===== src/logic/accel_pkg.sv =====
/* sensor-side constants for the adxl355 channels and the frame layout
   command bytes use the adxl355 read encoding (reg << 1) | 1 */
package accel_pkg;

  // channel count and tag width, CH_W must cover NUM_SENSORS
  localparam int NUM_SENSORS = 4;
  localparam int CH_W        = 2;

  // len field counts the command byte too, so at most 15 bytes per frame
  localparam int LEN_W = 4;

  // read commands
  localparam logic [7:0] CMD_READ_XYZ = 8'h11; // xdata3 at 0x08, auto-increment
  localparam logic [7:0] CMD_READ_ID  = 8'h01; // devid_ad at 0x00

  // xyz frame layout
  //   byte 0     command, echo discarded
  //   bytes 1-3  x, msb first, byte 3 holds the 4 lsbs of 20 bits
  //   bytes 4-6  y
  //   bytes 7-9  z
  // the 16-bit view drops the third byte of each axis
  localparam logic [LEN_W-1:0] XYZ_LEN = 4'd10;

endpackage


===== src/logic/spi_pkg.sv =====
/* bus-side constants and the reader phase encoding
   SYNC_DIV must exceed a full 15-byte frame (244 enables) */
package spi_pkg;

  // clk cycles per clk_en pulse, sclk runs at half the enable rate
  localparam int EN_DIV = 4;

  // clk_en pulses per sync pulse, sets the sample rate
  localparam int SYNC_DIV = 256;

  // frame index width, holds len*16+4 for any len
  localparam int IDX_W = 8;

  // where the reader sits within a frame
  typedef enum logic [1:0] {
    IDLE,     // waiting for sync, pins may be in direct mode
    SELECT,   // csn going low, sclk not yet running
    SHIFT,    // sclk toggling, bytes moving
    DESELECT  // sclk stopped, csn about to rise
  } reader_phase_e;

endpackage


===== src/logic/sample_if.sv =====
/* byte strobes from one reader channel to the merge block
   all strobes are single clk wide and carry no handshake */
interface sample_if;

  logic [7:0] data; // received byte, valid while any strobe is high
  logic       wr;   // every data byte
  logic       wr16; // only bytes of the 16-bit samples
  logic       x;    // first byte of an xyz group, with wr

  modport writer (
    output data,
    output wr,
    output wr16,
    output x
  );

  modport reader (
    input data,
    input wr,
    input wr16,
    input x
  );

endinterface


===== src/logic/sample_pacer.sv =====
/* shared timing for all reader channels
   clk_en is one clk every EN_DIV, sync rides on every SYNC_DIV-th clk_en
   first sync comes SYNC_DIV enables after reset */
module sample_pacer (
  input  logic clk,
  input  logic rst_n,
  output logic clk_en,
  output logic sync
);

  typedef logic [$clog2(spi_pkg::EN_DIV)-1:0]   en_cnt_t;
  typedef logic [$clog2(spi_pkg::SYNC_DIV)-1:0] sync_cnt_t;

  en_cnt_t   en_cnt;   // clk cycles within one enable period
  sync_cnt_t sync_cnt; // enables within one sample period
  logic      en_last;
  logic      sync_last;

  assign en_last   = (en_cnt == en_cnt_t'(spi_pkg::EN_DIV - 1));
  assign sync_last = (sync_cnt == sync_cnt_t'(spi_pkg::SYNC_DIV - 1));

  // enable prescaler
  always_ff @(posedge clk)
  begin
    if (!rst_n)
    begin
      en_cnt <= '0;
    end
    else if (en_last)
    begin
      en_cnt <= '0;
    end
    else
    begin
      en_cnt <= en_cnt + 1'b1;
    end
  end

  // sample period counter, steps once per enable
  always_ff @(posedge clk)
  begin
    if (!rst_n)
    begin
      sync_cnt <= '0;
    end
    else if (en_last)
    begin
      sync_cnt <= sync_last ? '0 : sync_cnt + 1'b1;
    end
  end

  // registered pulses, sync always lands on a clk_en cycle
  always_ff @(posedge clk)
  begin
    if (!rst_n)
    begin
      clk_en <= 1'b0;
      sync   <= 1'b0;
    end
    else
    begin
      clk_en <= en_last;
      sync   <= en_last && sync_last; // all channels start in lockstep
    end
  end

endmodule


===== src/logic/adxl355_reader.sv =====
/* one adxl355 channel, spi mode 0, sclk = clk_en/2, msb first
   a frame of len bytes starts on sync only when idle and not direct
   direct mode switches only between frames, no miso mux for the host */
module adxl355_reader (
  input  logic                        clk,
  input  logic                        rst_n,
  input  logic                        clk_en,
  input  logic                        sync,
  input  logic [7:0]                  cmd,
  input  logic [accel_pkg::LEN_W-1:0] len,
  input  logic                        direct,
  input  logic                        direct_mosi,
  input  logic                        direct_sclk,
  input  logic                        direct_csn,
  input  logic                        adxl_miso,
  output logic                        adxl_mosi,
  output logic                        adxl_sclk,
  output logic                        adxl_csn,
  sample_if.writer                    smp
);

  logic [7:0]                  cmd_q;        // command replayed each frame
  logic [accel_pkg::LEN_W-1:0] len_q;        // byte count incl. command
  logic [spi_pkg::IDX_W-1:0]   idx;          // half sclk periods since sync
  logic [spi_pkg::IDX_W-1:0]   idx_end;
  logic [spi_pkg::IDX_W-1:0]   idx_deselect;
  logic [spi_pkg::IDX_W-1:0]   idx_sclk_off;
  spi_pkg::reader_phase_e      phase;
  logic                        r_direct;     // host owns the pins
  logic                        r_csn;
  logic                        r_sclk_en;
  logic                        r_sclk;
  logic [7:0]                  r_mosi;
  logic [7:0]                  r_miso;
  logic [7:0]                  r_shift;      // one-hot, bit 7 marks a byte boundary
  logic [accel_pkg::LEN_W-1:0] byte_num;     // 0 is the command echo
  logic                        skip16;
  logic                        cap;
  logic                        start;

  // 16 enables per byte, frame ends at len*16+4
  assign idx_end      = {len_q, 4'h4};
  assign idx_deselect = {len_q, 4'h3};
  assign idx_sclk_off = {len_q, 4'h2};

  always_comb
  begin
    if (idx == idx_end)
      phase = spi_pkg::IDLE;
    else if (idx < spi_pkg::IDX_W'(2))
      phase = spi_pkg::SELECT;
    else if (idx < idx_sclk_off)
      phase = spi_pkg::SHIFT;
    else
      phase = spi_pkg::DESELECT;
  end

  assign start = (phase == spi_pkg::IDLE) && sync && !r_direct;

  // byte k completes at idx 16k+18
  assign byte_num = idx[spi_pkg::IDX_W-1:4] - 4'd1;
  assign skip16   = (byte_num == 4'd3) || (byte_num == 4'd6) || (byte_num == 4'd9);
  assign cap      = clk_en && !idx[0] && r_shift[7] && r_sclk_en;

  // frame index, parks at idx_end between frames
  always_ff @(posedge clk)
  begin
    if (!rst_n)
    begin
      idx   <= {accel_pkg::XYZ_LEN, 4'h4};
      cmd_q <= accel_pkg::CMD_READ_ID;
      len_q <= accel_pkg::XYZ_LEN;
    end
    else if (start)
    begin
      idx   <= '0;
      cmd_q <= cmd;
      len_q <= len;
    end
    else if (clk_en && phase != spi_pkg::IDLE)
    begin
      idx <= idx + 1'b1;
    end
  end

  // chip select, clock gate and direct select
  always_ff @(posedge clk)
  begin
    if (!rst_n)
    begin
      r_csn     <= 1'b1;
      r_sclk_en <= 1'b0;
      r_sclk    <= 1'b0;
      r_direct  <= 1'b0;
    end
    else if (clk_en)
    begin
      if (idx == spi_pkg::IDX_W'(1))
        r_csn <= 1'b0;
      else if (idx == idx_deselect)
        r_csn <= 1'b1;
      if (idx == spi_pkg::IDX_W'(2))
        r_sclk_en <= 1'b1;
      else if (idx == idx_sclk_off)
        r_sclk_en <= 1'b0;
      r_sclk <= r_sclk_en ? idx[0] : 1'b0; // rises on odd idx
      // take direct at frame end, or leave it on an idle sync
      if (idx == idx_deselect || (phase == spi_pkg::IDLE && sync && r_direct))
        r_direct <= direct;
    end
  end

  // mosi and boundary marker shift on the falling edge
  always_ff @(posedge clk)
  begin
    if (!rst_n)
    begin
      r_mosi  <= 8'h00;
      r_shift <= 8'h01;
    end
    else if (clk_en && !idx[0])
    begin
      r_mosi  <= (idx == spi_pkg::IDX_W'(2)) ? cmd_q : {r_mosi[6:0], 1'b0};
      r_shift <= (idx == spi_pkg::IDX_W'(2)) ? 8'h01 : {r_shift[6:0], r_shift[7]};
    end
  end

  // miso sampled at the end of the high sclk phase
  always_ff @(posedge clk)
  begin
    if (clk_en && !idx[0])
      r_miso <= {r_miso[6:0], adxl_miso};
  end

  // strobes last one clk, command echo never written
  always_ff @(posedge clk)
  begin
    if (!rst_n)
    begin
      smp.wr   <= 1'b0;
      smp.wr16 <= 1'b0;
      smp.x    <= 1'b0;
    end
    else
    begin
      smp.wr   <= cap && byte_num != '0;
      smp.wr16 <= cap && byte_num != '0 && !skip16;
      smp.x    <= cap && byte_num == 4'd1;
    end
  end

  always_ff @(posedge clk)
  begin
    if (cap)
      smp.data <= {r_miso[6:0], adxl_miso}; // held until the next byte
  end

  // host pins take over while r_direct is set
  assign adxl_csn  = r_direct ? direct_csn  : r_csn;
  assign adxl_sclk = r_direct ? direct_sclk : r_sclk;
  assign adxl_mosi = r_direct ? direct_mosi : r_mosi[7];

endmodule


===== src/logic/sample_merge.sv =====
/* merges all channel strobes into one tagged byte stream, no back-pressure
   two-entry queue per channel, rotating pointer serves one channel per clk
   a byte leaves at most NUM_SENSORS+1 clk after its strobe */
module sample_merge (
  input  logic                       clk,
  input  logic                       rst_n,
  input  logic                       wide16, // 1: 16-bit bytes only, 0: every data byte
  sample_if.reader                   ch [accel_pkg::NUM_SENSORS],
  output logic                       stream_valid,
  output logic [7:0]                 stream_data,
  output logic [accel_pkg::CH_W-1:0] stream_chan,
  output logic                       stream_x
);

  logic [accel_pkg::CH_W-1:0]            rr;         // channel served this clk
  wire  [accel_pkg::NUM_SENSORS-1:0]      q_nonempty;
  wire  [accel_pkg::NUM_SENSORS-1:0][7:0] head_data;
  wire  [accel_pkg::NUM_SENSORS-1:0]      head_x;

  for (genvar i = 0; i < accel_pkg::NUM_SENSORS; i++)
  begin : gen_queue
    logic [7:0] q_data [2];
    logic [1:0] q_xb;
    logic [1:0] cnt;  // 0, 1 or 2 entries
    logic       wp;
    logic       rp;
    wire        push = wide16 ? ch[i].wr16 : ch[i].wr;
    wire        pop  = (rr == accel_pkg::CH_W'(i)) && (cnt != 2'd0);

    always_ff @(posedge clk)
    begin
      if (!rst_n)
      begin
        cnt <= 2'd0;
        wp  <= 1'b0;
        rp  <= 1'b0;
      end
      else
      begin
        if (push)
          wp <= ~wp;
        if (pop)
          rp <= ~rp;
        case ({push, pop})
          2'b10:   cnt <= cnt + 2'd1;
          2'b01:   cnt <= cnt - 2'd1;
          default: cnt <= cnt; // both or neither
        endcase
      end
    end

    always_ff @(posedge clk)
    begin
      if (push)
      begin
        q_data[wp] <= ch[i].data;
        q_xb[wp]   <= ch[i].x;
      end
    end

    assign q_nonempty[i] = (cnt != 2'd0);
    assign head_data[i]  = q_data[rp];
    assign head_x[i]     = q_xb[rp];
  end

  // pointer rotates every clk whether or not the channel has data
  always_ff @(posedge clk)
  begin
    if (!rst_n)
    begin
      rr           <= '0;
      stream_valid <= 1'b0;
    end
    else
    begin
      stream_valid <= q_nonempty[rr];
      if (rr == accel_pkg::CH_W'(accel_pkg::NUM_SENSORS - 1))
        rr <= '0;
      else
        rr <= rr + 1'b1;
    end
  end

  always_ff @(posedge clk)
  begin
    stream_data <= head_data[rr];
    stream_chan <= rr;
    stream_x    <= q_nonempty[rr] && head_x[rr]; // low when nothing leaves
  end

endmodule


===== src/logic/accel_array.sv =====
/* top level, NUM_SENSORS adxl355 readers sharing one pacer
   pin vectors are indexed by channel, host reads adxl_miso directly
   stream carries no handshake, the buffer must take every valid byte */
module accel_array (
  input  logic                              clk,
  input  logic                              rst_n,
  input  logic [7:0]                        cmd,
  input  logic [accel_pkg::LEN_W-1:0]       len,
  input  logic                              wide16,
  input  logic [accel_pkg::NUM_SENSORS-1:0] direct,
  input  logic [accel_pkg::NUM_SENSORS-1:0] direct_mosi,
  input  logic [accel_pkg::NUM_SENSORS-1:0] direct_sclk,
  input  logic [accel_pkg::NUM_SENSORS-1:0] direct_csn,
  input  logic [accel_pkg::NUM_SENSORS-1:0] adxl_miso,
  output logic [accel_pkg::NUM_SENSORS-1:0] adxl_mosi,
  output logic [accel_pkg::NUM_SENSORS-1:0] adxl_sclk,
  output logic [accel_pkg::NUM_SENSORS-1:0] adxl_csn,
  output logic                              stream_valid,
  output logic [7:0]                        stream_data,
  output logic [accel_pkg::CH_W-1:0]        stream_chan,
  output logic                              stream_x
);

  logic clk_en;
  logic sync;

  sample_if smp_if [accel_pkg::NUM_SENSORS] (); // one per channel

  sample_pacer u_pacer (
    .clk    (clk),
    .rst_n  (rst_n),
    .clk_en (clk_en),
    .sync   (sync)
  );

  for (genvar i = 0; i < accel_pkg::NUM_SENSORS; i++)
  begin : gen_ch
    adxl355_reader u_reader (
      .clk         (clk),
      .rst_n       (rst_n),
      .clk_en      (clk_en),
      .sync        (sync),
      .cmd         (cmd),
      .len         (len),
      .direct      (direct[i]),
      .direct_mosi (direct_mosi[i]),
      .direct_sclk (direct_sclk[i]),
      .direct_csn  (direct_csn[i]),
      .adxl_miso   (adxl_miso[i]),
      .adxl_mosi   (adxl_mosi[i]),
      .adxl_sclk   (adxl_sclk[i]),
      .adxl_csn    (adxl_csn[i]),
      .smp         (smp_if[i])
    );
  end

  sample_merge u_merge (
    .clk          (clk),
    .rst_n        (rst_n),
    .wide16       (wide16),
    .ch           (smp_if),
    .stream_valid (stream_valid),
    .stream_data  (stream_data),
    .stream_chan  (stream_chan),
    .stream_x     (stream_x)
  );

endmodule


===== config.mk =====
export PLATFORM = sky130hd
export DESIGN_NAME = accel_array
export DESIGN_NICKNAME = d
export VERILOG_FILES = /design/src/logic/accel_pkg.sv /design/src/logic/spi_pkg.sv /design/src/logic/sample_if.sv /design/src/logic/sample_pacer.sv /design/src/logic/adxl355_reader.sv /design/src/logic/sample_merge.sv /design/src/logic/accel_array.sv
export SDC_FILE = /design/constraint.sdc
export NUM_CORES = 1
export LEC_CHECK = 0
export ABC_CLOCK_PERIOD_IN_PS = 2520
export BUFFER_PORTS_ARGS = -buffer_cell sky130_fd_sc_hd__buf_2
export CORE_ASPECT_RATIO = 1.75
export CORE_MARGIN = 2
export CORE_UTILIZATION = 30
export CTS_CLUSTER_SIZE = 25
export DETAILED_ROUTE_END_ITERATION = 10
export PLACE_DENSITY_LB_ADDON = 0.2
export SYNTH_ARGS = -nofsm -noshare
export SYNTH_HDL_FRONTEND = slang
export SYNTH_SLANG_ARGS = --single-unit

===== constraint.sdc =====
create_clock -name clk -period 2.52 [get_ports clk]
set_input_delay 0.252 -clock clk [delete_from_list [all_inputs] [get_ports clk]]
set_output_delay 0.252 -clock clk [all_outputs]
set_load 0.005 [all_outputs]

==> flow_summary.json, run 1 <==
{
  "outcome": "complete, no violations",
  "setup.worst_path.end": "gen_ch[1].u_reader.cmd_q[4]",
  "post_cts_hold_buffer_count": 5,
  "gr-total-overflow": 0,
  "ir_worst_vdd_v": 0.0003105,
  "worst_r2r_endpoint": "gen_ch[1].u_reader.cmd_q[4]",
  "synthesized_nets": 1419,
  "critical_path.max_stage_delay_ns": 0.71,
  "antenna_found_initial": 1,
  "period_minus_slack_ns": 2.134,
  "cp.required_ns": 2.91,
  "max_freq_mhz": 468.7,
  "startpoint_type": "register",
  "share_of_post_route_cells_with_drive_strength_above_1": 0.1476,
  "placement_rows": 107,
  "fp.coreArea_um2": 48730,
  "syn_avg_cell_area_um2": 11.03,
  "post_synth_num_cell_types": 67,
  "most_common_cell_in_the_netlist": "sky130_fd_sc_hd__dfxtp_1",
  "netlist_instances": 1342,
  "clock_tree_from_tritoncts": "yes",
  "placement_setup_slack_ns": 0.4133,
  "synth.cell_area_um2": 14810,
  "top_level_ports": 59,
  "top_reg_cell_synth": "sky130_fd_sc_hd__dfxtp_1",
  "transition_time_at_the_pin_with_the_least_slew_margin_ns": 0.6765,
  "cts_root_buf": "sky130_fd_sc_hd__clkbuf_16",
  "htree_levels": 2,
  "setup_ws_ns": 0.3862,
  "hold_viol_final": 0,
  "crit_path_end_kind": "register",
  "pin_count_of_the_biggest_net_entering_global_routing": 66,
  "detail_route.first_pass.iterations": 5,
  "routabilityCongestion": 0.8408,
  "antenna_cells": 0,
  "leakage_power_of_the_design_uw": 0.006088,
  "clock-sinks": 350,
  "gr-usage-all-layers": 0.1431,
  "dp_wirelength_um": 25790,
  "io_buffer_count": 58,
  "wl_per_cell_um": 17.61,
  "insertion_delay_ns": 0.54,
  "fin_tns_setup_ns": 0,
  "synth_area_leader_cell": "sky130_fd_sc_hd__dfxtp_1",
  "drv.max_cap_violation_count": 0,
  "post_cts_resized": 0,
  "worst_path_arrival_ns": 2.52,
  "finalNetCount": 1467,
  "register_area_share_after_synthesis": 0.5624,
  "max_slew_margin": 0.5455,
  "rsz0062_at_grt": "no",
  "design.die.area_um2": 51220,
  "timing.rr.start": "gen_ch[1].u_reader.idx[4]",
  "cts_setup_buffers": 0,
  "drt_drc_violations_left": 0,
  "fillCellCount": 4943,
  "cts-buffers-inserted": 35,
  "initial_utilization": 0.3039,
  "drt.antenna.violating_nets": 0,
  "synth-warning-count": 0,
  "ctsLongestPathBuffers": 3,
  "layout-area-overhead-vs-synth_pct": 14.97,
  "wire_length_of_the_first_global_routing_pass_um": 57150,
  "grt_pass1_vias": 10183,
  "detail_route.iter0.violations": 552,
  "cts.reportedPaths.clkPinSlew_ns": 0.07,
  "drt-vias-per-instance": 4.881,
  "synth_top_cells_by_area": "sky130_fd_sc_hd__dfxtp_1 29%, sky130_fd_sc_hd__edfxtp_1 27%, sky130_fd_sc_hd__mux2i_1 5.9%",
  "setup.worst_path.start": "gen_ch[1].u_reader.idx[4]",
  "cpMaxStageDelayCell": "sky130_fd_sc_hd__or3_1",
  "synthDominantCellAreaShare": 0.2947,
  "hold_class": "primary input to register",
  "async_flop_share": 0,
  "height_of_the_die_um": 297.9,
  "die_w_um": 171.9,
  "synth_commonest_cells": "218 x sky130_fd_sc_hd__dfxtp_1, 132 x sky130_fd_sc_hd__edfxtp_1, 108 x sky130_fd_sc_hd__nand2_1",
  "path_cells": "ha_1 > nand4_2 > or3_1 > mux2i_1",
  "num_vias": 10103,
  "synth-edff-count": 132,
  "drv_slew": 0,
  "final.period_utilization": 0.8467,
  "critPathMaxFanout": 12,
  "powerDensity_nw_per_um2": 680.0,
  "worstSetupPathType": "register to register",
  "worst-r2r-cell-count": 4,
  "synth.ff_latch_count": 350,
  "finalWirelength_um": 36450,
  "fin_skew_ns": 0.02704,
  "finalSetupViolations": 0,
  "rrSetupSlack_ns": 0.39
}
[final cells by class]
type / instances / area [um2] / area share
inverter: 51 / 192.7 / 0.01132
clock inverter: 12 / 90.09 / 0.005291
sequential: 350 / 8328 / 0.4892
multi-input combinational: 830 / 5749 / 0.3377
clock buffer: 51 / 1049 / 0.06159
timing repair buffer: 122 / 798.3 / 0.04689
tap: 654 / 818.3 / 0.04806
[flip-flops by register name, summed over array words and instances, names as in the netlist, 16 cells and up, named ones only]
register	flops
u_merge.gen_queue.q_data	64
gen_ch.u_reader.cmd_q	32
gen_ch.u_reader.len_q	16
gen_ch.u_reader.r_mosi	32
gen_ch.u_reader.idx	32
gen_ch.u_reader.r_miso	28
gen_ch.u_reader.r_shift	32
gen_ch.u_reader.smp.data	32
[critical path, delay by kind of cell, from the launching register on]
family                     cells  cell delay [ns]
adders and majority gates      1             0.27
DFF                            1             0.57
muxes                          1             0.21
and+or+nand+nor                2             0.93
[routing by layer]
layer	global-route usage	vias up	share of wire
li1	-	4989	-
met1	0.1534	4896	0.38
met2	0.2785	157	0.56
met3	0.01860	61	0.029
met4	0.05202	0	0.029
met5	0	-	0
[worst min path at each step]
stage | from | end | slack (ns) | cells after the start
6_report | rst_n | gen_ch[0].u_reader.r_csn | 0.03 | 2
5_1_grt | rst_n | gen_ch[0].u_reader.idx[2] | 0.04 | 2
4_1_cts | direct[0] | gen_ch[0].u_reader.r_direct | 0.01 | 3
3_5_place_dp | gen_ch[2].u_reader.r_miso[6] | gen_ch[2].u_reader.smp.data[7] | 0.41 | 0
3_3_place_gp | gen_ch[1].u_reader.r_miso[6] | gen_ch[1].u_reader.smp.data[7] | 0.40 | 0
2_1_floorplan | adxl_miso[0] | gen_ch[0].u_reader.r_miso[0] | 0.35 | 0
[cell usage in the layout, fill, tap and decap left out, types with 24 or more instances in the layout]
master / n
sky130_fd_sc_hd__nor2_1: 61
sky130_fd_sc_hd__edfxtp_1: 132
sky130_fd_sc_hd__o211ai_1: 33
sky130_fd_sc_hd__inv_1: 46
sky130_fd_sc_hd__buf_2: 57
sky130_fd_sc_hd__a21oi_1: 77
sky130_fd_sc_hd__nand4_1: 24
sky130_fd_sc_hd__a31oi_1: 26
sky130_fd_sc_hd__dfxtp_1: 218
sky130_fd_sc_hd__nand2_1: 108
sky130_fd_sc_hd__buf_4: 59
sky130_fd_sc_hd__ha_1: 42
sky130_fd_sc_hd__o21ai_0: 77
sky130_fd_sc_hd__clkbuf_16: 37
sky130_fd_sc_hd__mux2i_1: 88
sky130_fd_sc_hd__nor3_1: 25
[cell families after synthesis]
group                    count (synthesis)  synth area share
XOR/XNOR                                23           0.01360
flip-flops                             350            0.5624
multiplexers                           110           0.08382
AO/OA/AOI/OAI                          287            0.1192
buffers and inverters                  162           0.04935
adder cells (fa/ha/maj)                 42           0.03549
AND/OR/NAND/NOR                        368            0.1361
[power breakdown]
part / leakage (uW) / switching [uW] / total, uW / internal, uW
registers: 0.00295 / 41.1 / 5940 / 5900
clock network: 0.000566 / 2220 / 5220 / 3000
logic: 0.00257 / 249 / 416 / 167
[stage by stage]
stage	std cells	instance area (um2)	utilization	hold WS, ns	total power (uW)
final	2070	17030	0.3494	0.03007	11580
after global routing	2070	17030	0.3494	0.03664	12020
after CTS	2070	17030	0.3494	0.01277	11760
after detailed placement	2002	15840	0.3250	0.4061	6488
after global placement	2002	15840	0.3250	0.4004	6480
after floorplan	1342	14810	-	0.3509	6313
(Power assumes the default switching activity.)
==> inputs of run 2 (changes only) <==
--- a/config.mk
+++ b/config.mk
@@ -5,7 +5,7 @@
 export SDC_FILE = /design/constraint.sdc
 export NUM_CORES = 1
 export LEC_CHECK = 0
-export ABC_CLOCK_PERIOD_IN_PS = 2520
+export ABC_CLOCK_PERIOD_IN_PS = 1750
 export BUFFER_PORTS_ARGS = -buffer_cell sky130_fd_sc_hd__buf_2
 export CORE_ASPECT_RATIO = 1.75
 export CORE_MARGIN = 2
==> constraint.sdc (replaced) <==
create_clock -name clk -period 1.75 [get_ports clk]
set_input_delay 0.175 -clock clk [delete_from_list [all_inputs] [get_ports clk]]
set_output_delay 0.175 -clock clk [all_outputs]
set_load 0.005 [all_outputs]
==> run 2 against run 1 <==
Against the previous run:
- first-iteration DRC count down 2.5%
- final cell count up 3.6%
- clock-buffer cell count up 1
- clock skew fell by 0.0017 ns
- power is 46% higher
- core utilization grew 1.9 points
- global-route usage grew 0.29 points
- largest power group unchanged
- via count up 3.0%
- cell area increased by 5.4%
==> flow_summary.json, run 2 (synthesized netlist as in run 1, its figures left out) <==
{
  "ctsLongestPathBuffers": 3,
  "gr-total-overflow": 0,
  "seq_area_um2": 8337,
  "worst_path_arrival_ns": 2.14,
  "fp.coreArea_um2": 48730,
  "io_buffer_count": 58,
  "max_slew_margin": 0.4181,
  "multi_input_combinational_cell_area_um2": 5923,
  "clock-sinks": 350,
  "top_level_ports": 59,
  "antenna_found_initial": 0,
  "power.total_uw": 16920,
  "clock_tree_from_tritoncts": "yes",
  "routabilityCongestion": 0.7931,
  "wire_length_of_the_first_global_routing_pass_um": 58550,
  "cts.reportedPaths.clkPinSlew_ns": 0.07,
  "detail_route.iter0.violations": 538,
  "fin_skew_ns": 0.02531,
  "outcome": "complete, no violations",
  "initial_utilization": 0.3039,
  "drt.antenna.violating_nets": 0,
  "insertion_delay_ns": 0.53,
  "critPathMaxFanout": 12,
  "drt-vias-per-instance": 4.852,
  "antenna_cells": 0,
  "crit_path_end_kind": "register",
  "leakage_power_of_the_design_uw": 0.006505,
  "detail_route.first_pass.iterations": 5,
  "finalWirelength_um": 36800,
  "design.die.area_um2": 51220,
  "fillCellCount": 4896,
  "startpoint_type": "register",
  "max_freq_mhz": 573.6,
  "finalSetupViolations": 0,
  "clock_network_fraction_of_design_power": 0.456,
  "transition_time_at_the_pin_with_the_least_slew_margin_ns": 0.8710,
  "grt_pass1_vias": 10689,
  "drt_drc_violations_left": 0,
  "gr-usage-all-layers": 0.1461,
  "power_switching_uw": 3567,
  "leading_cell_types_in_the_layout_fill_and_taps_excluded": "213 x sky130_fd_sc_hd__dfxtp_1, 132 x sky130_fd_sc_hd__edfxtp_1, 121 x sky130_fd_sc_hd__buf_4, 108 x sky130_fd_sc_hd__nand2_1, 88 x sky130_fd_sc_hd__mux2i_1",
  "die_w_um": 171.9,
  "postLayoutCellArea_um2": 17940,
  "hold_class": "primary input to register",
  "num_vias": 10402,
  "seqPwrFrac": 0.506,
  "layout_commonest_cell": "sky130_fd_sc_hd__dfxtp_1",
  "cts_root_buf": "sky130_fd_sc_hd__clkbuf_16",
  "drv.max_cap_violation_count": 0,
  "setup_ws_ns": 0.006722,
  "cts-buffers-inserted": 35,
  "pin_count_of_the_biggest_net_entering_global_routing": 59,
  "placement_setup_slack_ns": -0.06420,
  "height_of_the_die_um": 297.9,
  "cp.required_ns": 2.15,
  "hold_viol_final": 0,
  "placement_rows": 107,
  "drv_slew": 0,
  "powerDensity_nw_per_um2": 943.5,
  "htree_levels": 2,
  "largest_register_ff_count": 64,
  "largest_register": "u_merge.gen_queue.q_data",
  "combPwrFrac": 0.038,
  "final.period_utilization": 0.9962,
  "layout-area-overhead-vs-synth_pct": 21.12,
  "ir_worst_vdd_v": 0.0006402,
  "period_minus_slack_ns": 1.743,
  "internal_power_uw": 13350,
  "wl_per_cell_um": 17.16,
  "switching_share_of_total_power": 0.2108,
  "worstSetupPathType": "register to register",
  "dpl_cell_area_um2": 16540,
  "share_of_post_route_cells_with_drive_strength_above_1": 0.2060,
  "hold_slack_ns": 0.04744,
  "dp_wirelength_um": 26490,
  "finalNetCount": 1544
}
## run 2: changes by cell type in the layout (fill, tap and decap cells not counted), sizes merged
cell and delta:
buf +73, bufinv +1, clkbuf +1, clkinv -3, clkinvlp -1, dlygate4sd3 +4
inv -1
## run 2: routing by layer
metal	vias up	wire length (um)	global-route usage
li1	5152	-	-
met1	5054	13850	0.1533
met2	144	21050	0.2904
met3	52	901	0.01860
met4	0	999	0.04862
met5	-	0	0
## run 2: critical path: stages, from the launching register on
cell and delay (ns):
sky130_fd_sc_hd__dfxtp_1 0.36, sky130_fd_sc_hd__inv_1 0.09, sky130_fd_sc_hd__ha_1 0.19, sky130_fd_sc_hd__nand4b_1 0.26, sky130_fd_sc_hd__or3_1 0.41, sky130_fd_sc_hd__buf_6 0.18
sky130_fd_sc_hd__mux2i_1 0.12
## run 2: path summary, 6_finish.rpt
kind                                  start                     endpoint  slack, ns  cells past startpoint
setup / recovery  gen_ch[1].u_reader.idx[0]  gen_ch[1].u_reader.cmd_q[0]      0.007                      6
hold / removal                       cmd[2]  gen_ch[3].u_reader.cmd_q[2]       0.05                      3
setup reg to reg  gen_ch[1].u_reader.idx[0]  gen_ch[1].u_reader.cmd_q[0]      0.007                      6
hold reg to reg               u_merge.rr[1]       u_merge.stream_chan[1]       0.39                      0
## run 2: area by class of cell
| class | instances | share of cell area |
|---|---|---|
| Sequential cell | 350 | 0.4648 |
| Multi-Input combinational cell | 830 | 0.3302 |
| Timing Repair Buffer | 199 | 0.08301 |
| Clock buffer | 52 | 0.06041 |
| Tap cell | 654 | 0.04562 |
| Inverter | 51 | 0.01102 |
| Clock inverter | 8 | 0.004883 |
## run 2: stage by stage
stage,utilization,std cells,TNS [ns]
6_report,0.3681,2144,0
5_1_grt,0.3681,2144,-0.1047
4_1_cts,0.3657,2144,0
3_5_place_dp,0.3395,2074,-0.07638
3_3_place_gp,0.3395,2074,-0.06030
2_1_floorplan,-,1342,-0.08299
## run 2: timing repair
action,4_1_cts,5_1_grt
gates resized for setup,2,21
endpoints found under the hold margin,16,0
buffers inserted,1,0
pin swaps,1,5
hold buffers,9,0
endpoints found under the setup margin,3,52
## run 2: power by group through the flow
stage / clock, uW / sequential, uW / combinational, uW
after floorplan: 0 / 8720 / 377
after global placement: 0 / 8740 / 629
after detailed placement: 0 / 8740 / 636
after CTS: 7990 / 8560 / 654
after global routing: 8260 / 8570 / 721
final: 7720 / 8560 / 646
==> inputs of run 3 (changes only) <==
--- a/config.mk
+++ b/config.mk
@@ -13,6 +13,7 @@
 export CTS_CLUSTER_SIZE = 25
 export DETAILED_ROUTE_END_ITERATION = 10
 export PLACE_DENSITY_LB_ADDON = 0.2
+export SETUP_SLACK_MARGIN = 0.2
 export SYNTH_ARGS = -nofsm -noshare
 export SYNTH_HDL_FRONTEND = slang
 export SYNTH_SLANG_ARGS = --single-unit
==> run 3 against run 2 <==
Against the previous run:
- sequential share of layout area is 3.4 points lower
- combinational power up 23%
- first-iteration DRC count decreased by 20%
- core utilization increased by 3.3 points
- maximum frequency rose by 5.4%
- routed wire length rose by 9.7%
==> flow_summary.json, run 3 (synthesized netlist as in run 1, its figures left out) <==
{
  "hold_viol_final": 0,
  "finalSetupViolations": 0,
  "finalNetCount": 1595,
  "clock_tree_from_tritoncts": "yes",
  "largest_register": "u_merge.gen_queue.q_data",
  "transition_time_at_the_pin_with_the_least_slew_margin_ns": 0.7818,
  "startpoint_type": "register",
  "ctsLongestPathBuffers": 3,
  "fp.coreArea_um2": 48730,
  "largest_register_ff_count": 64,
  "max_slew_margin": 0.4769,
  "num_vias": 10868,
  "layout-area-overhead-vs-synth_pct": 31.82,
  "detail_route.first_pass.iterations": 5,
  "clock-sinks": 350,
  "worstSetupPathType": "register to register",
  "htree_levels": 2,
  "drt.antenna.violating_nets": 0,
  "share_of_post_route_cells_with_drive_strength_above_1": 0.3245,
  "critPathMaxFanout": 7,
  "antenna_cells": 0,
  "rsz0062_at_grt": "yes",
  "powerDensity_nw_per_um2": 897.1,
  "antenna_found_initial": 0,
  "power.total_uw": 17510,
  "die_w_um": 171.9,
  "placement_rows": 107,
  "leading_cell_types_in_the_layout_fill_and_taps_excluded": "180 x sky130_fd_sc_hd__dfxtp_1, 138 x sky130_fd_sc_hd__buf_4, 132 x sky130_fd_sc_hd__edfxtp_1, 108 x sky130_fd_sc_hd__nand2_1, 87 x sky130_fd_sc_hd__mux2i_1",
  "worst_path_arrival_ns": 2.10,
  "drv.max_cap_violation_count": 0,
  "detail_route.iter0.violations": 429,
  "cpMaxStageDelayCell": "sky130_fd_sc_hd__dfxtp_2",
  "final.period_utilization": 0.9450,
  "pin_count_of_the_biggest_net_entering_global_routing": 45,
  "initial_utilization": 0.3039,
  "routabilityCongestion": 0.8300,
  "cts_root_buf": "sky130_fd_sc_hd__clkbuf_16",
  "drv_slew": 0,
  "cp.required_ns": 2.20,
  "design.die.area_um2": 51220,
  "ir_worst_vdd_v": 0.0005023,
  "fin_cells": 2198,
  "grt_pass1_vias": 11091,
  "numPlacedInstances": 2067,
  "wl_per_cell_um": 18.36,
  "dp_wirelength_um": 26420,
  "cts-buffers-inserted": 35,
  "path_cells": "inv_2 > ha_4 > nand4_1 > nor3_4 > buf_6 > buf_12 > mux2i_1",
  "critical_path.max_stage_delay_ns": 0.35,
  "crit_path_end_kind": "register",
  "layout_commonest_cell": "sky130_fd_sc_hd__dfxtp_1",
  "io_buffer_count": 58,
  "max_freq_mhz": 604.7,
  "gr-usage-all-layers": 0.1546,
  "worst-path-buf-inv": 3,
  "insertion_delay_ns": 0.52,
  "outcome": "complete, no violations",
  "height_of_the_die_um": 297.9,
  "gr-total-overflow": 0,
  "fin_tns_setup_ns": 0,
  "drt-vias-per-instance": 4.944,
  "fin_skew_ns": 0.01259,
  "hold_class": "primary input to register",
  "finalWirelength_um": 40360,
  "drt_drc_violations_left": 0,
  "period_minus_slack_ns": 1.654,
  "wire_length_of_the_first_global_routing_pass_um": 61470,
  "top_level_ports": 59,
  "leakage_power_of_the_design_uw": 0.006959,
  "cts.reportedPaths.clkPinSlew_ns": 0.06,
  "cpLargestDelayFamily": "simple AND/OR/NAND/NOR gates"
}
## run 3: cell type report
type	count	area, um2
well taps	654	818.3
inverters	51	214.0
flip-flops and latches	350	8403
fillers	4759	29210
multi-input cells	836	6715
clock inverters	20	252.7
clock buffers	43	1010
repair buffers	244	2107
## run 3: timing repair
| action | 4_1_cts | 5_1_grt |
|---|---|---|
| cloned | 8 | 6 |
| hold buffers | 8 | 0 |
| pin swaps | 25 | 37 |
| setup buffers | 27 | 19 |
| setup endpoints to repair | 162 | 165 |
| endpoints found under the hold margin | 12 | 0 |
| gates resized for setup | 126 | 105 |
## run 3: report_power, final
group / internal, uW / switching [uW]
Sequential: 8490 / 66.7
Combinational: 368 / 428
Clock: 4890 / 3270
## run 3: worst min-delay path: stages
cell and delay [ns]:
sky130_fd_sc_hd__buf_2 0.09, sky130_fd_sc_hd__nor2_1 0.12, sky130_fd_sc_hd__mux2i_1 0.14
## run 3: metal layers
layer	up-vias	routed length, um	track usage
li1	5282	-	-
met1	5334	14930	0.1609
met2	177	22900	0.3024
met3	75	896	0.01647
met4	0	1641	0.06963
met5	-	0	0
## run 3: metrics by stage
stage	area [um2]	hold slack [ns]	setup slack (ns)	util
after floorplan	15170	0.2739	-0.02184	-
after global placement	16630	0.3707	-0.01494	0.3413
after detailed placement	16630	0.3738	0.02094	0.3413
after CTS	18850	0.01898	0.1279	0.3868
after global routing	19520	0.03628	0.01668	0.4006
final	19520	0.04538	0.09633	0.4006
## run 3: worst paths after layout
check                                                   from                             end  slack, ns  cells past startpoint
worst max-delay path             gen_ch[0].u_reader.len_q[2]     gen_ch[0].u_reader.cmd_q[5]        0.1                      7
worst min-delay path                                  cmd[0]     gen_ch[3].u_reader.cmd_q[0]       0.05                      3
worst max register to register   gen_ch[0].u_reader.len_q[2]     gen_ch[0].u_reader.cmd_q[5]        0.1                      7
worst min register to register  gen_ch[0].u_reader.r_miso[6]  gen_ch[0].u_reader.smp.data[7]       0.42                      0
